**src/bridge_params.svh**
```systemverilog
`ifndef BRIDGE_PARAMS_SVH
`define BRIDGE_PARAMS_SVH

// bus and irq widths
`define AXIL_DW     32
`define AXIL_AW     7
`define USR_IRQ_DW  16

`define IDENT_VALUE 32'h10370918

// word indices of the register map
`define REG_IDENT           0
`define REG_SRIO_CSR        1
`define REG_SRIO_MODE       2
`define REG_SW_SIZE         3
`define REG_SW_DST          4
`define REG_SW_SRC          5
`define REG_DB_TXINFO       6
`define REG_MSI_CSR         7
`define REG_MSI_INFO_FIRST  8
`define REG_MSI_INFO_LAST   23

// field layout
`define SW_SIZE_W   27
`define ERR_LSB     16   // sticky error bits start here in both csr words

`endif

```
**src/bridge_pkg.sv**
```systemverilog
`include "bridge_params.svh"

package bridge_pkg;

    // driven by the bus master
    typedef struct packed {
        logic [`AXIL_AW-1:0]     awaddr;
        logic                    awvalid;
        logic [`AXIL_DW-1:0]     wdata;
        logic [`AXIL_DW/8-1:0]   wstrb;
        logic                    wvalid;
        logic                    bready;
        logic [`AXIL_AW-1:0]     araddr;
        logic                    arvalid;
        logic                    rready;
    } axil_req_t;

    // returned by the slave
    typedef struct packed {
        logic                    awready;
        logic                    wready;
        logic [1:0]              bresp;
        logic                    bvalid;
        logic                    arready;
        logic [`AXIL_DW-1:0]     rdata;
        logic [1:0]              rresp;
        logic                    rvalid;
    } axil_rsp_t;

    // one word-indexed register access
    typedef struct packed {
        logic                    wr;        // write strobe, handshake cycle
        logic                    rd_done;   // read completion strobe
        logic [`AXIL_AW-3:0]     wr_index;
        logic [`AXIL_AW-3:0]     rd_index;
        logic [`AXIL_DW-1:0]     wdata;
        logic [`AXIL_DW/8-1:0]   wstrb;
    } reg_access_t;

    // to the transmit engine
    typedef struct packed {
        logic                    db_start;  // held until db_done
        logic                    sw_start;  // held until sw_done
        logic                    sw_mode;
        logic [`SW_SIZE_W-1:0]   sw_size;
        logic [31:0]             sw_dst;
        logic [31:0]             sw_src;
        logic [15:0]             db_info_normal;
        logic [15:0]             db_info_sw;
    } tx_cmd_t;

    // from the transmit engine
    typedef struct packed {
        logic                    db_done;
        logic                    sw_done;
        logic                    sw_err_src_unalign;
        logic                    sw_err_dst_unalign;
    } tx_status_t;

    // from the receive engine
    typedef struct packed {
        logic                    db_irq;
        logic [15:0]             db_info;
        logic                    nw_err_cross;     // nwrite crosses 4k
        logic                    nw_err_unalign;
    } rx_event_t;

endpackage

```
**src/axil_reg_port.sv**
```systemverilog
`timescale 1ns/10ps
`include "bridge_params.svh"

module axil_reg_port (
    input  logic                        aclk,
    input  logic                        aresetn,
    input  bridge_pkg::axil_req_t       axil_req,
    output bridge_pkg::axil_rsp_t       axil_rsp,
    output bridge_pkg::reg_access_t     access,
    input  logic [`AXIL_DW-1:0]         ctrl_rdata,
    input  logic [`AXIL_DW-1:0]         msi_rdata
);

    localparam int IDX_W = `AXIL_AW - 2;

    logic                   wr_lock;    // write response outstanding
    logic                   wr_ready;   // drives awready and wready
    logic                   bvalid;
    logic                   arready;
    logic                   rvalid;
    logic [IDX_W-1:0]       rd_index_q;
    logic [`AXIL_DW-1:0]    rdata_q;
    logic [`AXIL_DW-1:0]    rd_word;
    logic                   wr_fire;
    logic                   ar_fire;
    logic                   rd_fire;

    //////////////////////////////
    // write channel
    assign wr_fire = wr_ready & axil_req.awvalid & axil_req.wvalid;

    always_ff @(posedge aclk or negedge aresetn) begin
        if (!aresetn) begin
            wr_lock  <= 1'b0;
            wr_ready <= 1'b0;
            bvalid   <= 1'b0;
        end else begin
            wr_ready <= axil_req.awvalid & axil_req.wvalid & ~wr_lock;   // one cycle pulse
            if (axil_req.awvalid && axil_req.wvalid && !wr_lock) begin
                wr_lock <= 1'b1;
            end else if (bvalid && axil_req.bready) begin
                wr_lock <= 1'b0;
            end
            if (wr_fire) begin
                bvalid <= 1'b1;
            end else if (axil_req.bready) begin
                bvalid <= 1'b0;
            end
        end
    end

    //////////////////////////////
    // read channel
    assign ar_fire = arready & axil_req.arvalid;
    assign rd_fire = rvalid & axil_req.rready;

    always_ff @(posedge aclk or negedge aresetn) begin
        if (!aresetn) begin
            arready <= 1'b0;
            rvalid  <= 1'b0;
        end else begin
            arready <= ~arready & ~rvalid & axil_req.arvalid;
            if (ar_fire) begin
                rvalid <= 1'b1;
            end else if (rd_fire) begin
                rvalid <= 1'b0;
            end
        end
    end

    // index held from arvalid through the ar handshake
    always_ff @(posedge aclk) begin
        if (axil_req.arvalid && !rvalid) begin
            rd_index_q <= axil_req.araddr[`AXIL_AW-1:2];
        end
        if (ar_fire) begin
            rdata_q <= rd_word;
        end
    end

    always_comb begin
        if (rd_index_q <= IDX_W'(`REG_DB_TXINFO)) begin
            rd_word = ctrl_rdata;
        end else if (rd_index_q <= IDX_W'(`REG_MSI_INFO_LAST)) begin
            rd_word = msi_rdata;
        end else begin
            rd_word = '0;   // unmapped
        end
    end

    //////////////////////////////
    // outputs
    always_comb begin
        axil_rsp.awready = wr_ready;
        axil_rsp.wready  = wr_ready;
        axil_rsp.bresp   = 2'b00;   // always okay
        axil_rsp.bvalid  = bvalid;
        axil_rsp.arready = arready;
        axil_rsp.rdata   = rdata_q;
        axil_rsp.rresp   = 2'b00;
        axil_rsp.rvalid  = rvalid;

        access.wr       = wr_fire;
        access.rd_done  = rd_fire;
        access.wr_index = axil_req.awaddr[`AXIL_AW-1:2];
        access.rd_index = rd_index_q;
        access.wdata    = axil_req.wdata;
        access.wstrb    = axil_req.wstrb;
    end

    // responses hold under back-pressure
    assert property (@(posedge aclk) disable iff (!aresetn)
        bvalid && !axil_req.bready |=> bvalid)
        else $error("bvalid fell before bready");

    assert property (@(posedge aclk) disable iff (!aresetn)
        rvalid && !axil_req.rready |=> rvalid)
        else $error("rvalid fell before rready");

endmodule

```
**src/msi_irq_ctrl.sv**
```systemverilog
`timescale 1ns/10ps
`include "bridge_params.svh"

module msi_irq_ctrl (
    input  logic                        aclk,
    input  logic                        aresetn,
    input  bridge_pkg::reg_access_t     access,
    output logic [`AXIL_DW-1:0]         rdata,
    input  logic                        db_nomsi,
    input  bridge_pkg::rx_event_t       rx_event,
    input  logic                        msi_irq_in,     // valid only while not busy
    input  logic [`AXIL_DW-1:0]         msi_info_in,
    output logic                        msi_irq_busy,
    output logic [`USR_IRQ_DW-1:0]      usr_irq_req
);

    localparam int IDX_W  = `AXIL_AW - 2;
    localparam int SLOTS  = `REG_MSI_INFO_LAST - `REG_MSI_INFO_FIRST + 1;
    localparam int SLOT_W = $clog2(SLOTS);

    logic [`USR_IRQ_DW-1:0]     pend;
    logic [`USR_IRQ_DW-1:0]     err;
    logic [`AXIL_DW-1:0]        info [SLOTS];

    logic [`AXIL_DW-1:0]        wmask;
    logic [IDX_W-1:0]           wr_off;
    logic [IDX_W-1:0]           rd_off;
    logic                       csr_wr;
    logic                       info_wr;
    logic                       lo_set;     // software set in byte 0
    logic                       hi_set;     // software set in byte 1
    logic [`USR_IRQ_DW-1:0]     set_req;
    logic [`USR_IRQ_DW-1:0]     rd_clr;
    logic [`USR_IRQ_DW-1:0]     err_clr;

    assign wmask  = {{8{access.wstrb[3]}}, {8{access.wstrb[2]}},
                     {8{access.wstrb[1]}}, {8{access.wstrb[0]}}};
    assign wr_off = access.wr_index - IDX_W'(`REG_MSI_INFO_FIRST);
    assign rd_off = access.rd_index - IDX_W'(`REG_MSI_INFO_FIRST);

    //////////////////////////////
    // event and software set requests
    always_comb begin
        csr_wr  = access.wr && (access.wr_index == `REG_MSI_CSR);
        info_wr = access.wr && (access.wr_index >= `REG_MSI_INFO_FIRST)
                            && (access.wr_index <= `REG_MSI_INFO_LAST);
        lo_set  = csr_wr && access.wstrb[0] && (|access.wdata[7:2]);
        hi_set  = csr_wr && access.wstrb[1] && (|access.wdata[15:8]);

        set_req    = '0;
        set_req[0] = rx_event.db_irq && !db_nomsi;  // doorbell to msi
        set_req[1] = msi_irq_in;
        if (lo_set) begin
            set_req[7:2] = access.wdata[7:2];
        end
        if (hi_set) begin
            set_req[15:8] = access.wdata[15:8];
        end

        err_clr = '0;
        if (csr_wr && !lo_set && access.wstrb[2]) begin
            err_clr[7:0] = access.wdata[`ERR_LSB +: 8];
        end
        if (csr_wr && !hi_set && access.wstrb[3]) begin
            err_clr[15:8] = access.wdata[`ERR_LSB + 8 +: 8];
        end

        // reading the info slot acknowledges the hardware irq
        rd_clr    = '0;
        rd_clr[0] = access.rd_done && (access.rd_index == `REG_MSI_INFO_FIRST);
        rd_clr[1] = access.rd_done && (access.rd_index == `REG_MSI_INFO_FIRST + 1);
    end

    always_ff @(posedge aclk or negedge aresetn) begin
        if (!aresetn) begin
            pend <= '0;
            err  <= '0;
        end else begin
            pend <= (pend & ~rd_clr) | set_req;
            err  <= (err & ~err_clr) | (set_req & pend);    // set on a pending bit
        end
    end

    // hardware capture wins over a bus write to a slot
    always_ff @(posedge aclk) begin
        if (info_wr) begin
            info[wr_off[SLOT_W-1:0]] <= (info[wr_off[SLOT_W-1:0]] & ~wmask)
                                      | (access.wdata & wmask);
        end
        if (set_req[0] && !pend[0]) begin
            info[0] <= {{(`AXIL_DW - 16){1'b0}}, rx_event.db_info};
        end
        if (set_req[1] && !pend[1]) begin
            info[1] <= msi_info_in;
        end
    end

    //////////////////////////////
    // read mux and outputs
    always_comb begin
        rdata = '0;
        if (access.rd_index == `REG_MSI_CSR) begin
            rdata[`USR_IRQ_DW-1:0]          = pend;
            rdata[`ERR_LSB +: `USR_IRQ_DW]  = err;
        end else if ((access.rd_index >= `REG_MSI_INFO_FIRST)
                     && (access.rd_index <= `REG_MSI_INFO_LAST)) begin
            rdata = info[rd_off[SLOT_W-1:0]];
        end
    end

    assign msi_irq_busy = pend[1];
    assign usr_irq_req  = pend;

    assert property (@(posedge aclk) disable iff (!aresetn)
        msi_irq_busy |-> !msi_irq_in)
        else $error("msi_irq_in raised while msi_irq_busy");

endmodule

```
**src/srio_ctrl_regs.sv**
```systemverilog
`timescale 1ns/10ps
`include "bridge_params.svh"

module srio_ctrl_regs (
    input  logic                        aclk,
    input  logic                        aresetn,
    input  bridge_pkg::reg_access_t     access,
    output logic [`AXIL_DW-1:0]         rdata,
    output bridge_pkg::tx_cmd_t         tx_cmd,
    input  bridge_pkg::tx_status_t      tx_status,
    input  bridge_pkg::rx_event_t       rx_event,
    output logic                        nw_mode,
    output logic                        db_nomsi
);

    localparam int ERR_N = 6;   // csr bits 16..21

    logic [1:0]                 busy;       // 0 doorbell, 1 streaming write
    logic [ERR_N-1:0]           err;
    logic [2:0]                 mode;
    logic [`SW_SIZE_W-1:0]      sw_size;
    logic [`AXIL_DW-1:0]        sw_dst;
    logic [`AXIL_DW-1:0]        sw_src;
    logic [`AXIL_DW-1:0]        db_txinfo;

    logic [`AXIL_DW-1:0]        wmask;
    logic                       csr_wr;
    logic                       start_wr;
    logic [1:0]                 done;
    logic [1:0]                 busy_set;
    logic [1:0]                 busy_err;
    logic [ERR_N-1:0]           err_set;
    logic [ERR_N-1:0]           err_clr;

    assign wmask = {{8{access.wstrb[3]}}, {8{access.wstrb[2]}},
                    {8{access.wstrb[1]}}, {8{access.wstrb[0]}}};
    assign done  = {tx_status.sw_done, tx_status.db_done};

    //////////////////////////////
    // start, busy and sticky errors
    always_comb begin
        csr_wr   = access.wr && (access.wr_index == `REG_SRIO_CSR);
        start_wr = csr_wr && access.wstrb[0] && (|access.wdata[1:0]);
        busy_set = start_wr ? (access.wdata[1:0] & ~busy) : 2'b00;
        busy_err = start_wr ? (access.wdata[1:0] & busy) : 2'b00;   // start while busy
        err_clr  = '0;
        if (csr_wr && !start_wr && access.wstrb[2]) begin
            err_clr = access.wdata[`ERR_LSB +: ERR_N];
        end
        err_set  = {tx_status.sw_err_dst_unalign, tx_status.sw_err_src_unalign,
                    rx_event.nw_err_unalign, rx_event.nw_err_cross, busy_err};
    end

    always_ff @(posedge aclk or negedge aresetn) begin
        if (!aresetn) begin
            busy      <= '0;
            err       <= '0;
            mode      <= '0;
            sw_size   <= '0;
            sw_dst    <= '0;
            sw_src    <= '0;
            db_txinfo <= '0;
        end else begin
            busy <= (busy & ~done) | busy_set;
            err  <= (err & ~err_clr) | err_set;     // set wins over clear
            if (access.wr) begin
                case (access.wr_index)
                    `REG_SRIO_MODE: begin
                        if (access.wstrb[0]) begin
                            mode <= access.wdata[2:0];
                        end
                    end
                    `REG_SW_SIZE: sw_size <= (sw_size & ~wmask[`SW_SIZE_W-1:0])
                                           | (access.wdata[`SW_SIZE_W-1:0]
                                              & wmask[`SW_SIZE_W-1:0]);
                    `REG_SW_DST: sw_dst <= (sw_dst & ~wmask) | (access.wdata & wmask);
                    `REG_SW_SRC: sw_src <= (sw_src & ~wmask) | (access.wdata & wmask);
                    `REG_DB_TXINFO: db_txinfo <= (db_txinfo & ~wmask) | (access.wdata & wmask);
                    default: begin
                    end
                endcase
            end
        end
    end

    //////////////////////////////
    // read mux
    always_comb begin
        rdata = '0;
        case (access.rd_index)
            `REG_IDENT: rdata = `IDENT_VALUE;
            `REG_SRIO_CSR: begin
                rdata[1:0]                = busy;
                rdata[`ERR_LSB +: ERR_N]  = err;
            end
            `REG_SRIO_MODE: rdata[2:0] = mode;
            `REG_SW_SIZE:   rdata[`SW_SIZE_W-1:0] = sw_size;
            `REG_SW_DST:    rdata = sw_dst;
            `REG_SW_SRC:    rdata = sw_src;
            `REG_DB_TXINFO: rdata = db_txinfo;
            default:        rdata = '0;
        endcase
    end

    // engine side
    always_comb begin
        tx_cmd.db_start       = busy[0];
        tx_cmd.sw_start       = busy[1];
        tx_cmd.sw_mode        = mode[1];
        tx_cmd.sw_size        = sw_size;
        tx_cmd.sw_dst         = sw_dst;
        tx_cmd.sw_src         = sw_src;
        tx_cmd.db_info_normal = db_txinfo[15:0];
        tx_cmd.db_info_sw     = db_txinfo[31:16];
    end

    assign db_nomsi = mode[0];
    assign nw_mode  = mode[2];

    // busy only drops after the engine reports done
    genvar g;
    for (g = 0; g < 2; g++) begin : g_busy_chk
        assert property (@(posedge aclk) disable iff (!aresetn)
            busy[g] && !done[g] |=> busy[g])
            else $error("busy bit %0d fell without done", g);
    end

endmodule

```
**src/srio_pcie_bridge.sv**
```systemverilog
`timescale 1ns/10ps
`include "bridge_params.svh"

module srio_pcie_bridge (
    input  logic                        aclk,
    input  logic                        aresetn,

    // software access
    input  bridge_pkg::axil_req_t       axil_req,
    output bridge_pkg::axil_rsp_t       axil_rsp,

    // srio engines
    output bridge_pkg::tx_cmd_t         tx_cmd,
    input  bridge_pkg::tx_status_t      tx_status,
    input  bridge_pkg::rx_event_t       rx_event,
    output logic                        nw_mode,

    // interrupts
    input  logic                        msi_irq_in,
    input  logic [`AXIL_DW-1:0]         msi_info_in,
    output logic                        msi_irq_busy,
    output logic [`USR_IRQ_DW-1:0]      usr_irq_req
);

    bridge_pkg::reg_access_t    access;
    logic [`AXIL_DW-1:0]        ctrl_rdata;
    logic [`AXIL_DW-1:0]        msi_rdata;
    logic                       db_nomsi;

    axil_reg_port u_axil (
        .aclk       (aclk),
        .aresetn    (aresetn),
        .axil_req   (axil_req),
        .axil_rsp   (axil_rsp),
        .access     (access),
        .ctrl_rdata (ctrl_rdata),
        .msi_rdata  (msi_rdata)
    );

    srio_ctrl_regs u_ctrl (
        .aclk       (aclk),
        .aresetn    (aresetn),
        .access     (access),
        .rdata      (ctrl_rdata),
        .tx_cmd     (tx_cmd),
        .tx_status  (tx_status),
        .rx_event   (rx_event),
        .nw_mode    (nw_mode),
        .db_nomsi   (db_nomsi)
    );

    msi_irq_ctrl u_msi (
        .aclk         (aclk),
        .aresetn      (aresetn),
        .access       (access),
        .rdata        (msi_rdata),
        .db_nomsi     (db_nomsi),
        .rx_event     (rx_event),
        .msi_irq_in   (msi_irq_in),
        .msi_info_in  (msi_info_in),
        .msi_irq_busy (msi_irq_busy),
        .usr_irq_req  (usr_irq_req)
    );

endmodule

```
**config.mk**
```make
export PLATFORM = sky130hd
export DESIGN_NAME = srio_pcie_bridge
export DESIGN_NICKNAME = d
export VERILOG_FILES = /design/src/bridge_pkg.sv /design/src/axil_reg_port.sv /design/src/msi_irq_ctrl.sv /design/src/srio_ctrl_regs.sv /design/src/srio_pcie_bridge.sv
export VERILOG_INCLUDE_DIRS = /design/src /design/src/src
export SDC_FILE = /design/constraint.sdc
export NUM_CORES = 1
export LEC_CHECK = 0
export CAP_MARGIN = 20
export CORE_UTILIZATION = 40
export DETAILED_ROUTE_END_ITERATION = 12
export DONT_BUFFER_PORTS = 1
export PLACE_DENSITY = 0.5
export SYNTH_ARGS = -nofsm -noshare
export SYNTH_HDL_FRONTEND = slang
export SYNTH_SLANG_ARGS = --single-unit
```
**constraint.sdc**
```tcl
create_clock -name aclk -period 6.28 [get_ports aclk]
set_input_delay 0 -clock aclk [delete_from_list [all_inputs] [get_ports aclk]]
set_output_delay 0 -clock aclk [all_outputs]
set_load 0.01 [all_outputs]
```
## Word level (Yosys, flattened, before mapping)

Memories as Yosys holds them, arrays and structs flattened.
Cells that the tools add are included.
Widths: inputs -> output; s select.

| storage, ports and cells | value |
|---|---|
| bits in registers | 208 |
| bits in writable memories | 512 |
| input port bits | 113 |
| output and inout port bits | 185 |
| memories kept | 1 |

| operators by class | value |
|---|---|
| add/sub/neg operators | 2 |
| magnitude comparators | 6 |
| eq/ne operators | 16 |
| multiplexer cells | 29 |
| bitwise gates (word level) | 41 |
| reductions and logical operators | 46 |

Memories:

| name | words | width | rd ports | clocked after Yosys merged registers in | write ports | RTL line | text |
|---|---|---|---|---|---|---|---|
| u_msi.info | 16 | 32 | 2 | 0 | 3 | msi_irq_ctrl.sv:23 | `` logic [`AXIL_DW-1:0] info [SLOTS]; `` |

Operators by type and width:

| kind | count |
|---|---|
| $and 32x32->32 | 5 |
| $mux 32 | 4 |
| $or 32x32->32 | 4 |
| $pmux 13 s5 | 1 |
| $and 27x27->27 | 2 |
| $and 16x16->16 | 3 |
| $eq 5x3->1 const B | 8 |
| $pmux 5 s4 | 2 |
| $pmux 6 s6 | 1 |
| $not 32->32 | 1 |
| $or 16x16->16 | 2 |
| $not 27->27 | 1 |
| $or 27x27->27 | 1 |
| $logic_and 1x1->1 | 26 |
| $mux 8 | 3 |
| $eq 5x2->1 const B | 4 |
| $not 16->16 | 1 |
| $not 2->16 | 1 |
| $le 5x5->1 const B | 3 |
| $mux 1 | 12 |
| $mux 6 | 2 |
| $pmux 2 s6 | 1 |
| $eq 5x1->1 const B | 2 |
| $eq 5x4->1 const B | 2 |
| 21 further kinds | 48 |

## Depth between registers and ports, before layout

| logic depth | value |
|---|---|
| depth in word-level cells | 12 |
| depth in mapped cells | 9 |
| gate-level depth less buffers | 4 |

## Cells and area by module

Synthesis repeated with hierarchy kept, for this count alone.

| unflattened totals | value |
|---|---|
| cells, all modules | 2424 |
| area, all modules | 35203.8 um^2 |

Modules (own cells, without submodules):

| module | instances | cells each | area an instance (um^2) | seq. area each (um^2) |
|---|---|---|---|---|
| msi_irq_ctrl | 1 | 1785 | 26658.1 | 16015.4 |
| srio_ctrl_regs | 1 | 457 | 6062.1 | 3353.2 |
| axil_reg_port | 1 | 182 | 2483.6 | 1236.2 |

## Least setup slack after synthesis

No wires, ideal clock.

| path | value |
|---|---|
| path type | input to register |
| start | in axil_req[50] (netlist name) |
| end | mem u_msi.info[11][0] (netlist name) (enable) |
| library setup time | 0.461 ns |
| arrival time | 3.313 ns |
| data required time | 5.819 ns |
| slack | 2.506 ns |
| stages | 8 |
| buffers on the path | 5 |
| cells stage by stage | buf_4 buf_6 buf_4 and2_1 buf_2 buf_2 nand2_1 nor3_1 |

RTL lines:

| what | RTL line | text |
|---|---|---|
| from (decl) | srio_pcie_bridge.sv:9 | `input bridge_pkg::axil_req_t axil_req,` |
| to (decl) | msi_irq_ctrl.sv:23 |  |

## Worst setup path in the final report

| path | value |
|---|---|
| start | reg u_axil.rd_index_q[1] |
| end | reg u_axil.rdata_q[4] (data pin) |

| between the ends | value |
|---|---|
| word-level cells in the longest chain between the ends | 6 |
| elaborated cells between the ends (all ways) | 18 |

Ends and longest elaborated chain:

| what | RTL line | text |
|---|---|---|
| from (decl) | axil_reg_port.sv:21 | `logic [IDX_W-1:0] rd_index_q;` |
| from (signal assigned) | axil_reg_port.sv:74 | `` rd_index_q <= axil_req.araddr[`AXIL_AW-1:2]; `` |
| $sub 4x4->4 (tied with other cells) | msi_irq_ctrl.sv:39 | `` assign rd_off = access.rd_index - IDX_W'(`REG_MSI_INFO_FIRST); `` |
| $mem_v2 16x32 or $logic_and 1x1->1 (tied branches) | - |  |
| $mux 32 | msi_irq_ctrl.sv:105 | `` end else if ((access.rd_index >= `REG_MSI_INFO_FIRST) `` |
| $mux 32 | msi_irq_ctrl.sv:102 | `` if (access.rd_index == `REG_MSI_CSR) begin `` |
| $mux 32 | axil_reg_port.sv:84 | `` end else if (rd_index_q <= IDX_W'(`REG_MSI_INFO_LAST)) begin `` |
| $mux 32 (*) | axil_reg_port.sv:82 | `` if (rd_index_q <= IDX_W'(`REG_DB_TXINFO)) begin `` |
| net u_axil.rd_word[4] | axil_reg_port.sv:23 | `` logic [`AXIL_DW-1:0] rd_word; `` |
| to (signal assigned) | axil_reg_port.sv:77 | `rdata_q <= rd_word;` |
| to (decl) | axil_reg_port.sv:22 | `` logic [`AXIL_DW-1:0] rdata_q; `` |

The timed path passes the listed nets; every way through them passes the cells marked *.
A chain may end at the register's enable or synchronous reset.

==> out/metrics.yaml <==
ratio_of_routed_vias_to_standard_cells: 6.435
synth-seq-area-share_pct: 60.12
place.detailed.hpwl_mm: 73.14
slew_headroom_pct: 1.594
worst_hold_path.endpoint: "u_msi.info[1][3]$_DFFE_PP_"
critical_path.reg2reg.endpoint: "u_axil.rdata_q[4]$_DFFE_PP_"
hp-start: "axil_req[51]"
dieArea_sq_mm: 0.08686
io_buffer_count: 0
final_min_period_over_clock_period_pct: 55.76
dpl_cell_area_sq_mm: 0.03550
synth.cell_area_sq_mm: 0.03427
finalSetupViolCount: 0
cts_h_tree_depth: 3
grt_first_pass_wirelength_mm: 173.0
final.fill_count: 7252
wire_per_inst_um: 35.79
gp_routability_congestion: 0.8366
synthesis.instances: 2126
grt_setup_unrepaired: "no"
final_core_util_pct: 47.10
timing_worst_setup_path_type: "reg -> reg"
gr-usage-all-layers_pct: 28.35
post_route_cells_drive_above_1_share_pct: 27.17
wirelength_mm: 123.7
max_slew.worst_pin.slew_ns: 1.476
timing.reg2reg.setup_slack_ns: 2.78
antenna_found_initial: 13
number_of_iterations_in_the_first_detailed_routing_pass: 6
vias_after_detailed_routing: 22234
grt_max_degree: 172
worst_setup_hold_path_clk_slew_ns: 0.06
powerDensity_mw_per_mm2: 277.6
hold_path.class: "in -> reg"
numPlacedInstances: 3158
post_cts_buffers: 0
hold_violations: 0
async_reset_ff_share_pct: 23.75
layout.cell_area.non_filler_sq_mm: 0.03967
tritoncts: "built"
worst_ir_drop_vdd_mv: 0.2021
clkSinkCount: 720
outcome: "complete, no violations"
report.final.slew_viol_count: 0
cp_max_fo: 86
postSynthAreaPerCell_sq_um: 16.12
synth-warning-count: 0
most_used_flip_flop_cell_after_synthesis: "edfxtp_1"
max_cap_violations: 0
regToRegStartpoint: "u_axil.rd_index_q[1]$_DFFE_PP_"
grt_overflow: 0
worst_clock_skew_ns: 0.03567
fin_crit_ns: 3.502
critical_path_arrival_ns: 3.86
nNetsFinal: 2362
final.setup.tns_ns: 0
placementRows: 106
leakage_nw: 14.22
root_buffer_cell: "clkbuf_16"
die-width_um: 294.7
cts_made_buffers: 81
fin_cells: 3455
synth_seq_cells: 720
worstSetupEndpointType: "register"
cp_data_required_time_ns: 6.64
clock_latency_ns: 0.65
die_h_um: 294.7
initial_core_util_pct: 40.70
route.antenna.remaining_nets: 0
r2r_cells: 7
holdPathStages: 3
layout_area_overhead_pct: 15.75
initialDrtViolationCount: 2370
timing.fmax_mhz: 285.6
first_global_vias: 22454
fp.coreArea_sq_mm: 0.08422
synth_cell_types: 77
route.detailed.drc: 0
synth-edff-count: 533
max-clock-path-buffers: 3
cp-start-kind: "register"
pin_count: 298
layout by cell type, fill, tap and decap left out, types with 9 or more instances in the layout:
| master | Yosys | layout |
|---|---|---|
| o21ai_0 | 29 | 28 |
| dfxtp_1 | 16 | 16 |
| clkinv_2 | 0 | 14 |
| clkbuf_8 | 0 | 9 |
| buf_4 | 24 | 51 |
| o211ai_1 | 19 | 19 |
| dfrtp_1 | 171 | 171 |
| a22oi_1 | 9 | 9 |
| o21a_1 | 14 | 14 |
| clkbuf_16 | 0 | 83 |
| a32o_1 | 29 | 29 |
| o221ai_1 | 19 | 19 |
| a221oi_1 | 13 | 13 |
| mux2i_1 | 158 | 158 |
| a22o_1 | 18 | 18 |
| mux2_2 | 165 | 165 |
| o31a_1 | 16 | 16 |
| o31ai_1 | 18 | 18 |
| clkbuf_1 | 57 | 21 |
| nor2b_1 | 28 | 27 |
| nand4_1 | 17 | 17 |
| o22ai_1 | 21 | 21 |
| mux4_2 | 218 | 218 |
| nand3_1 | 19 | 19 |
| dlygate4sd3_1 | 0 | 137 |
| inv_1 | 14 | 13 |
| a21o_1 | 21 | 21 |
| a211o_1 | 18 | 18 |
| nor2_1 | 81 | 71 |
| a31oi_1 | 20 | 20 |
| a21oi_1 | 46 | 46 |
| or2_2 | 17 | 17 |
| nor2_4 | 3 | 13 |
| edfxtp_1 | 533 | 533 |
| a222oi_1 | 13 | 13 |
| nand2b_1 | 23 | 22 |
| nand2_1 | 79 | 79 |
cell type report:
type,count,area [sq um],share of cell area (%)
Sequential cell,720,20600,51.94
Clock inverter,36,399.1,1.006
Timing Repair Buffer,194,1897,4.781
Tap cell,1134,1419,3.577
Multi-Input combinational cell,1235,12990,32.74
Antenna cell,6,15.01,0.03785
Clock buffer,113,2280,5.747
Inverter,17,67.56,0.1703
layer usage:
layer	wire length [um]	global-route usage, %	part of all wire (%)	vias to the layer above
li1	-	-	-	8951
met1	50300	37.81	41	11924
met2	58430	45.40	47	1135
met3	11610	7.466	9.4	212
met4	3261	8.257	2.6	12
met5	69	0	0.056	-
cells by family after synthesis:
| group | Yosys count | share of synthesized area, % |
|---|---|---|
| other | 1 | 0.01094 |
| xor gates and xnor gates | 1 | 0.02556 |
| muxes | 542 | 24.39 |
| and+or+nand+nor | 331 | 5.111 |
| DFF | 720 | 60.12 |
| AOI/OAI and AO/OA | 357 | 7.864 |
| buffers and inverters | 174 | 2.475 |
per-stage QoR:
stage,worst slack [ns],power [W],hold WS [ns]
2_1_floorplan,2.506,0.005898,-0.2956
3_3_place_gp,2.845,0.006081,-0.2918
3_5_place_dp,2.804,0.006093,-0.2918
4_1_cts,2.787,0.01106,0.00009243
5_1_grt,2.614,0.01130,0.005910
6_report,2.778,0.01101,0.002808
timing repair:
action / in CTS / in global routing
endpoints found under the hold margin: 586 / 2
resized for setup: 0 / 0
hold buffers: 138 / 3
where the power goes:
part | switching [W] | internal [W]
registers | 0.0000285 | 0.00520
clock network | 0.00202 | 0.00283
logic | 0.000575 | 0.000365
total | 0.00262 | 0.00839
critical path, cell delays in order (launching register included):
cell	delay, ns
edfxtp_1	0.35
buf_4	0.47
buf_12	0.48
buf_4	0.74
mux4_2	0.41
mux2i_1	0.21
o22ai_1	0.17
o21bai_1	0.24
worst max-delay path by stage:
stage	startpoint	end	cells past startpoint
2_1_floorplan	axil_req[50]	u_msi.info[11][0]$_DFFE_PP_	8
3_3_place_gp	u_axil.rd_index_q[1]$_DFFE_PP_	u_axil.rdata_q[4]$_DFFE_PP_	7
3_5_place_dp	u_axil.rd_index_q[1]$_DFFE_PP_	u_axil.rdata_q[4]$_DFFE_PP_	7
4_1_cts	u_axil.rd_index_q[1]$_DFFE_PP_	u_axil.rdata_q[4]$_DFFE_PP_	7
5_1_grt	u_axil.rd_index_q[2]$_DFFE_PP_	u_axil.rdata_q[14]$_DFFE_PP_	6
6_report	u_axil.rd_index_q[1]$_DFFE_PP_	u_axil.rdata_q[4]$_DFFE_PP_	7
synthesized netlist by cell type, types with 29 or more instances:
cell type  number  area (sq um)
a21oi_1        46         230.2
a32o_1         29         290.3
buf_2          59         295.3
clkbuf_1       57         214.0
dfrtp_1       171          4279
edfxtp_1      533         16010
mux2_2        165          1858
mux2i_1       158          1582
mux4_2        218          4910
nand2_1        79         296.5
nor2_1         81         304.0
o21ai_0        29         145.1
Power figures use the tool's default switching activity.
